<file path="config.mk">
export PLATFORM = sky130hd
export DESIGN_NAME = main_mem
export DESIGN_NICKNAME = d
export VERILOG_FILES = /design/src/common/main_mem_pkg.sv /design/src/hw/dram_ui/dram_ui.sv /design/src/hw/dram_ui/dram_ui_cmd_stage.sv /design/src/hw/dram_ui/dram_ui_fsm.sv /design/src/hw/main_mem.sv
export SDC_FILE = /design/constraint.sdc
export NUM_CORES = 1
export LEC_CHECK = 0
export BUFFER_PORTS_ARGS = -buffer_cell sky130_fd_sc_hd__buf_2
export CAP_MARGIN = 20
export CORE_AREA = 2 2 230 232
export DETAILED_ROUTE_END_ITERATION = 8
export DIE_AREA = 0 0 232 234
export GPL_TIMING_DRIVEN = 0
export PLACE_DENSITY = 0.42
export SYNTH_ARGS = -nofsm -noshare
export SYNTH_HDL_FRONTEND = slang
export SYNTH_SLANG_ARGS = --single-unit
</file>
<file path="constraint.sdc">
create_clock -name clk -period 4.2 [get_ports clk]
set_clock_uncertainty 0.1 [all_clocks]
set_input_delay 0 -clock clk [delete_from_list [all_inputs] [get_ports clk]]
set_output_delay 0 -clock clk [all_outputs]
set_load 0.005 [all_outputs]
</file>
<file path="src/common/main_mem_pkg.sv">
// main memory shared definitions
// widths, vector types, cache and controller request structs, sequencer states
package main_mem_pkg;

    // cache side widths
    localparam int LINE_WIDTH       = 128;
    localparam int CACHE_ADDR_WIDTH = 32;

    // controller application port widths
    localparam int APP_ADDR_WIDTH   = 27;
    localparam int APP_CMD_WIDTH    = 3;

    typedef logic [LINE_WIDTH-1:0]       line_t;
    typedef logic [CACHE_ADDR_WIDTH-1:0] cache_addr_t;
    typedef logic [APP_ADDR_WIDTH-1:0]   app_addr_t;
    typedef logic [APP_CMD_WIDTH-1:0]    app_cmd_t;

    // controller command encodings
    localparam app_cmd_t CMD_WRITE = 3'b000;
    localparam app_cmd_t CMD_READ  = 3'b001;

    // cache to memory, one line per req strobe
    typedef struct packed {
        logic        req;
        logic        w_en;
        cache_addr_t addr;
        line_t       w_data;
    } cache2mem_t;

    // memory to cache
    typedef struct packed {
        logic  ready;
        logic  ack;
        logic  r_valid;
        line_t r_data;
    } mem2cache_t;

    // request already split into write and read strobes, half-word address
    typedef struct packed {
        logic      wr_en;
        logic      rd_en;
        app_addr_t addr;
        line_t     data;
    } app_req_t;

    // command sequencer states
    typedef enum logic [2:0] {
        ST_CALIB,
        ST_IDLE,
        ST_ISSUE_CMD_WDATA,
        ST_ISSUE_CMD,
        ST_ISSUE_WDATA
    } dram_ui_state_e;

endpackage

</file>
<file path="src/hw/dram_ui/dram_ui.sv">
// DRAM user-interface block
// sequences commands to the controller and returns read lines to the cache
`timescale 1ns/1ps

module dram_ui (
    input  logic                    clk,
    input  logic                    rst,
    input  main_mem_pkg::app_req_t  i_req,
    input  logic                    i_app_rdy,
    input  logic                    i_app_wdf_rdy,
    input  logic                    i_init_calib_complete,
    input  main_mem_pkg::line_t     i_app_rd_data,
    input  logic                    i_app_rd_data_valid,
    output main_mem_pkg::app_addr_t o_app_addr,
    output main_mem_pkg::app_cmd_t  o_app_cmd,
    output logic                    o_app_en,
    output main_mem_pkg::line_t     o_app_wdf_data,
    output logic                    o_app_wdf_wren,
    output main_mem_pkg::mem2cache_t o_mem2cache
);
    import main_mem_pkg::*;

    logic  load_wr;
    logic  load_rd;
    logic  cmd_done;
    logic  wdata_done;
    logic  ready;
    logic  ack;
    logic  r_valid_q;
    line_t r_data_q;

    dram_ui_fsm u_fsm (
        .clk                   (clk),
        .rst                   (rst),
        .i_wr_en               (i_req.wr_en),
        .i_rd_en               (i_req.rd_en),
        .i_app_rdy             (i_app_rdy),
        .i_app_wdf_rdy         (i_app_wdf_rdy),
        .i_init_calib_complete (i_init_calib_complete),
        .o_load_wr             (load_wr),
        .o_load_rd             (load_rd),
        .o_cmd_done            (cmd_done),
        .o_wdata_done          (wdata_done),
        .o_ready               (ready),
        .o_ack                 (ack)
    );

    dram_ui_cmd_stage u_cmd_stage (
        .clk            (clk),
        .rst            (rst),
        .i_load_wr      (load_wr),
        .i_load_rd      (load_rd),
        .i_cmd_done     (cmd_done),
        .i_wdata_done   (wdata_done),
        .i_addr         (i_req.addr),
        .i_data         (i_req.data),
        .o_app_addr     (o_app_addr),
        .o_app_cmd      (o_app_cmd),
        .o_app_en       (o_app_en),
        .o_app_wdf_data (o_app_wdf_data),
        .o_app_wdf_wren (o_app_wdf_wren)
    );

    // read valid pulse, one cycle behind the controller
    always_ff @(posedge clk) begin
        if (rst) begin
            r_valid_q <= 1'b0;
        end else begin
            r_valid_q <= i_app_rd_data_valid;
        end
    end

    // held until the next read returns
    always_ff @(posedge clk) begin
        if (i_app_rd_data_valid) begin
            r_data_q <= i_app_rd_data;
        end
    end

    always_comb begin
        o_mem2cache.ready   = ready;
        o_mem2cache.ack     = ack;
        o_mem2cache.r_valid = r_valid_q;
        o_mem2cache.r_data  = r_data_q;
    end

endmodule

</file>
<file path="src/hw/dram_ui/dram_ui_cmd_stage.sv">
// application port command stage
// holds command, address and write data, drops each enable once accepted
`timescale 1ns/1ps

module dram_ui_cmd_stage (
    input  logic                    clk,
    input  logic                    rst,
    input  logic                    i_load_wr,
    input  logic                    i_load_rd,
    input  logic                    i_cmd_done,
    input  logic                    i_wdata_done,
    input  main_mem_pkg::app_addr_t i_addr,
    input  main_mem_pkg::line_t     i_data,
    output main_mem_pkg::app_addr_t o_app_addr,
    output main_mem_pkg::app_cmd_t  o_app_cmd,
    output logic                    o_app_en,
    output main_mem_pkg::line_t     o_app_wdf_data,
    output logic                    o_app_wdf_wren
);
    import main_mem_pkg::*;

    always_ff @(posedge clk) begin
        if (rst) begin
            o_app_addr     <= '0;
            o_app_cmd      <= '0;
            o_app_en       <= 1'b0;
            o_app_wdf_data <= '0;
            o_app_wdf_wren <= 1'b0;
        end else if (i_load_wr) begin
            // command and data go out together
            o_app_addr     <= i_addr;
            o_app_cmd      <= CMD_WRITE;
            o_app_en       <= 1'b1;
            o_app_wdf_data <= i_data;
            o_app_wdf_wren <= 1'b1;
        end else if (i_load_rd) begin
            o_app_addr     <= i_addr;
            o_app_cmd      <= CMD_READ;
            o_app_en       <= 1'b1;
            o_app_wdf_wren <= 1'b0;
        end else begin
            // each half retires on its own acceptance
            if (i_cmd_done) begin
                o_app_en <= 1'b0;
            end
            if (i_wdata_done) begin
                o_app_wdf_wren <= 1'b0;
            end
        end
    end

endmodule

</file>
<file path="src/hw/dram_ui/dram_ui_fsm.sv">
// DRAM command sequencer
// waits for calibration, tracks command and write-data acceptance, pulses ack
`timescale 1ns/1ps

module dram_ui_fsm (
    input  logic clk,
    input  logic rst,
    input  logic i_wr_en,
    input  logic i_rd_en,
    input  logic i_app_rdy,
    input  logic i_app_wdf_rdy,
    input  logic i_init_calib_complete,
    output logic o_load_wr,
    output logic o_load_rd,
    output logic o_cmd_done,
    output logic o_wdata_done,
    output logic o_ready,
    output logic o_ack
);
    import main_mem_pkg::*;

    dram_ui_state_e state_q;
    dram_ui_state_e state_d;
    logic           ack_d;
    logic           ack_q;

    always_ff @(posedge clk) begin
        if (rst) begin
            state_q <= ST_CALIB;
            ack_q   <= 1'b0;
        end else begin
            state_q <= state_d;
            ack_q   <= ack_d;
        end
    end

    always_comb begin
        state_d      = state_q;
        ack_d        = 1'b0;
        o_load_wr    = 1'b0;
        o_load_rd    = 1'b0;
        o_cmd_done   = 1'b0;
        o_wdata_done = 1'b0;
        case (state_q)
            ST_CALIB: begin
                if (i_init_calib_complete) begin
                    state_d = ST_IDLE;
                end
            end
            ST_IDLE: begin
                // write wins if both strobes ever arrive together
                if (i_wr_en) begin
                    o_load_wr = 1'b1;
                    state_d   = ST_ISSUE_CMD_WDATA;
                end else if (i_rd_en) begin
                    o_load_rd = 1'b1;
                    state_d   = ST_ISSUE_CMD;
                end
            end
            ST_ISSUE_CMD_WDATA: begin
                o_cmd_done   = i_app_rdy;
                o_wdata_done = i_app_wdf_rdy;
                if (i_app_rdy && i_app_wdf_rdy) begin
                    ack_d   = 1'b1;
                    state_d = ST_IDLE;
                end else if (i_app_rdy) begin
                    // command taken, data still pending
                    state_d = ST_ISSUE_WDATA;
                end else if (i_app_wdf_rdy) begin
                    state_d = ST_ISSUE_CMD;
                end
            end
            ST_ISSUE_CMD: begin
                o_cmd_done = i_app_rdy;
                if (i_app_rdy) begin
                    ack_d   = 1'b1;
                    state_d = ST_IDLE;
                end
            end
            ST_ISSUE_WDATA: begin
                o_wdata_done = i_app_wdf_rdy;
                if (i_app_wdf_rdy) begin
                    ack_d   = 1'b1;
                    state_d = ST_IDLE;
                end
            end
            default: begin
                state_d = ST_IDLE;
            end
        endcase
    end

    assign o_ready = (state_q == ST_IDLE);
    assign o_ack   = ack_q;

endmodule

</file>
<file path="src/hw/main_mem.sv">
// main memory, DRAM side
// converts cache line requests and issues them on the controller application port
`timescale 1ns/1ps

module main_mem (
    input  logic                    clk,
    input  logic                    rst,
    input  main_mem_pkg::cache2mem_t i_cache2mem,
    output main_mem_pkg::mem2cache_t o_mem2cache,
    input  logic                    i_app_rdy,
    input  logic                    i_app_wdf_rdy,
    input  logic                    i_init_calib_complete,
    input  main_mem_pkg::line_t     i_app_rd_data,
    input  logic                    i_app_rd_data_valid,
    output main_mem_pkg::app_addr_t o_app_addr,
    output main_mem_pkg::app_cmd_t  o_app_cmd,
    output logic                    o_app_en,
    output main_mem_pkg::line_t     o_app_wdf_data,
    output logic                    o_app_wdf_wren
);
    import main_mem_pkg::*;

    app_req_t app_req;

    always_comb begin
        app_req.wr_en = i_cache2mem.req & i_cache2mem.w_en;
        app_req.rd_en = i_cache2mem.req & ~i_cache2mem.w_en;
        // byte address to half-word address, top bit zero
        app_req.addr  = {1'b0, i_cache2mem.addr[APP_ADDR_WIDTH-1:1]};
        app_req.data  = i_cache2mem.w_data;
    end

    dram_ui u_dram_ui (
        .clk                   (clk),
        .rst                   (rst),
        .i_req                 (app_req),
        .i_app_rdy             (i_app_rdy),
        .i_app_wdf_rdy         (i_app_wdf_rdy),
        .i_init_calib_complete (i_init_calib_complete),
        .i_app_rd_data         (i_app_rd_data),
        .i_app_rd_data_valid   (i_app_rd_data_valid),
        .o_app_addr            (o_app_addr),
        .o_app_cmd             (o_app_cmd),
        .o_app_en              (o_app_en),
        .o_app_wdf_data        (o_app_wdf_data),
        .o_app_wdf_wren        (o_app_wdf_wren),
        .o_mem2cache           (o_mem2cache)
    );

endmodule

</file>
==> results.toml <==
[status]
status = "complete, no violations"

[clock_network]
cts-hold-fix-buffers = 313
ctsLongestPathBuffers = 3
clk_latency_ns = 0.53
cts.sinks = 290
clkTransAtPathRegs_ns = 0.06
postCtsSetupBuffers = 0
htree_levels = 2
postCtsResizedCells = 0
cts_tree = "yes"
cts_root_buffer = "clkbuf_16"
cts_buffers = 36

[synthesis]
ys_seq_area_frac = 0.742
synth_edf_count = 128
synth_ff_type = "dfxtp_1"
synthAdderAreaFrac = 0
synthDistinctLibCells = 25
muxShareOfSynthArea = 0.00341
synthesis.area_sq_um = 9550
yosys.area_share.simple = 0.135
async_reset_ff_frac = 0
yosys_warnings = 0
synth_xor_area_frac = 0
synth_compound_area_frac = 0.0860
synth_area_per_cell_sq_um = 11.3
netlist_instances = 845
synth_top_family_by_area = "simple AND/OR/NAND/NOR gates"
synth_seq_cells = 290

[sta]
worst_pin_slew_ns = 0.944
timing.final.max_slew_violations = 0
setup_viol = 0
final_hold_viol_count = 0
rsz0062_at_grt = "no"
period_share = 0.634
worst_slack_ns = 1.54
fmaxAchievable_ghz = 0.375
finalCriticalPeriod_ns = 2.66
slew_headroom = 0.371
fin_setup_tns_ns = 0

[detailed_routing]
vias = 9624
dr.pass1.iters = 7
drt-total-wl_um = 40200
ant_nets = 0
drtIter0Drc = 280
wl_per_cell_um = 16.1
drc = 0
viasPerCell = 3.87

[job]
max-cap-violations = 0

[worst_setup_path]
critPathSlowestCell = "dlygate4sd3_1"
worstPathRequired_ns = 4.57
path_max_fanout = 10
arrival_ns = 3.04
crit_top_cell = "dlygate4sd3_1"
worstPathCellList = "buf_6, mux2i_1, dlygate4sd3_1, a22o_1, or4_1, a21oi_1, dlygate4sd3_1"
path_class = "reg -> reg"
cp-end-kind = "register"
critPathMaxStageDelay_ns = 0.56
worstSetupStartpointType = "register"

[placement]
gp_congestion = 0.802
post-place-ws_ns = 1.71
io_buffers = 576
postPlaceCellArea_sq_um = 13400
hpwl_um = 29400

[global_routing]
antenna_found_initial = 0
grt_overflow = 0
grt_pass1_vias = 9670
grt_max_degree = 91
grt_pass1_wl_um = 57000
grt_usage = 0.138

[power_and_ir_drop]
vdd_ir_drop_max_uv = 210
total_power_mw = 6.91
power.density_nw_per_um2 = 393
p_leak_nw = 7.60

[final_layout]
finish.instance_area_sq_um = 17600
fillers = 5439
final-seq-area_sq_um = 7090
drive_gt1_frac = 0.364
antenna_cells = 0
post-route-util = 0.338
layout.nets = 2072
area_growth_pct = 84.2
multi_input_area_sq_um = 2150

[floorplan]
ios = 587
dieHeight_um = 234
initial_core_util = 0.184
die_area_sq_um = 54300
coreArea_sq_um = 52000
die_width_um = 232
num_rows = 84

[hold_path]
min_path_type = "in -> reg"
## critical path, delay by kind of cell (launching register included)
family | cells | cell delay, ns
buffers and inverters | 3 | 1.24
AND/OR/NAND/NOR | 1 | 0.47
flip-flops | 1 | 0.30
multiplexers | 1 | 0.11
AO/OA/AOI/OAI | 2 | 0.38
## layout make-up
| class | instances | area share |
|---|---|---|
| plain buffers | 60 | 0.0178 |
| clock buffers | 56 | 0.0595 |
| clock inverters | 8 | 0.00285 |
| multi-input cells | 497 | 0.122 |
| flip-flops and latches | 290 | 0.403 |
| well taps | 688 | 0.0489 |
| repair buffers | 891 | 0.345 |
## cells in the final DEF, fill, tap and decap left out, drive strengths merged
cell and n:
a2111oi 1, a21oi 157, a22o 1, and2 1, buf 604, clkbuf 90
clkinv 4, conb 3, dfxtp 162, dlygate4sd3 313, edfxtp 128, inv 4
mux2 2, mux2i 1, nand2 312, nand2b 2, nand3b 1, nor2 5
nor2b 1, nor3 4, nor3b 2, nor4bb 1, o221ai 1, o22a 1
or4 1
## path summary, 6_finish.rpt
kind | startpoint | end | slack [ns] | cells past startpoint
min reg2reg | u_dram_ui.u_cmd_stage.o_app_wdf_data[75]$_SDFFE_PP0P_ | u_dram_ui.u_cmd_stage.o_app_wdf_data[75]$_SDFFE_PP0P_ | 0.35 | 2
max reg2reg | u_dram_ui.u_fsm.state_q[0]$_SDFFE_PP0P_ | u_dram_ui.u_fsm.state_q[0]$_SDFFE_PP0P_ | 1.54 | 7
max | u_dram_ui.u_fsm.state_q[0]$_SDFFE_PP0P_ | u_dram_ui.u_fsm.state_q[0]$_SDFFE_PP0P_ | 1.54 | 7
min | i_app_rd_data[106] | u_dram_ui.r_data_q[106]$_DFFE_PP_ | 0.08 | 2
## routing by layer
layer,global-route usage,routed length (um)
met1,0.155,15600
met2,0.247,20300
met3,0.0440,3150
met4,0.0491,1190
met5,0,0
## cell families (layout without fill, tap and decap cells)
logic type | Yosys count | count (layout)
AND/OR/NAND/NOR | 330 | 330
flip-flops | 290 | 290
AO/OA/AOI/OAI | 161 | 161
buffers and inverters | 60 | 1015
multiplexers | 3 | 3
other | 1 | 3
## synthesized netlist by cell type (all sizes together), types with 2 or more instances
master,n,area share
a21oi,157,0.082
buf,26,0.019
clkbuf,34,0.013
dfxtp,162,0.34
edfxtp,128,0.40
mux2,2,0.0024
nand2,312,0.12
nand2b,2,0.0013
nor2,5,0.0020
nor3,4,0.0021
nor3b,2,0.0016
## per-stage QoR
step	std cells	hold WS, ns
after detailed placement	2113	0.0782
after global routing	2490	0.0512
after floorplan	847	-0.0103
after CTS	2490	0.0262
final	2490	0.0756
after global placement	2111	0.0776
## state kept, by name, summed over array words and instances, names as in the netlist
register,flops
u_dram_ui.r_valid_q,1
u_dram_ui.r_data_q,128
u_dram_ui.u_cmd_stage.o_app_en,1
u_dram_ui.u_fsm.o_ack,1
u_dram_ui.u_cmd_stage.o_app_cmd,1
u_dram_ui.u_cmd_stage.o_app_addr,26
u_dram_ui.u_cmd_stage.o_app_wdf_data,128
u_dram_ui.u_cmd_stage.o_app_wdf_wren,1
u_dram_ui.u_fsm.state_q,3
## power breakdown
part,internal (mW),switching (mW),total (mW)
clock network,1.72,1.21,2.93
logic,0.456,0.368,0.823
registers,3.11,0.0502,3.16
total,5.29,1.63,6.91
Power figures use the tool's default switching activity.
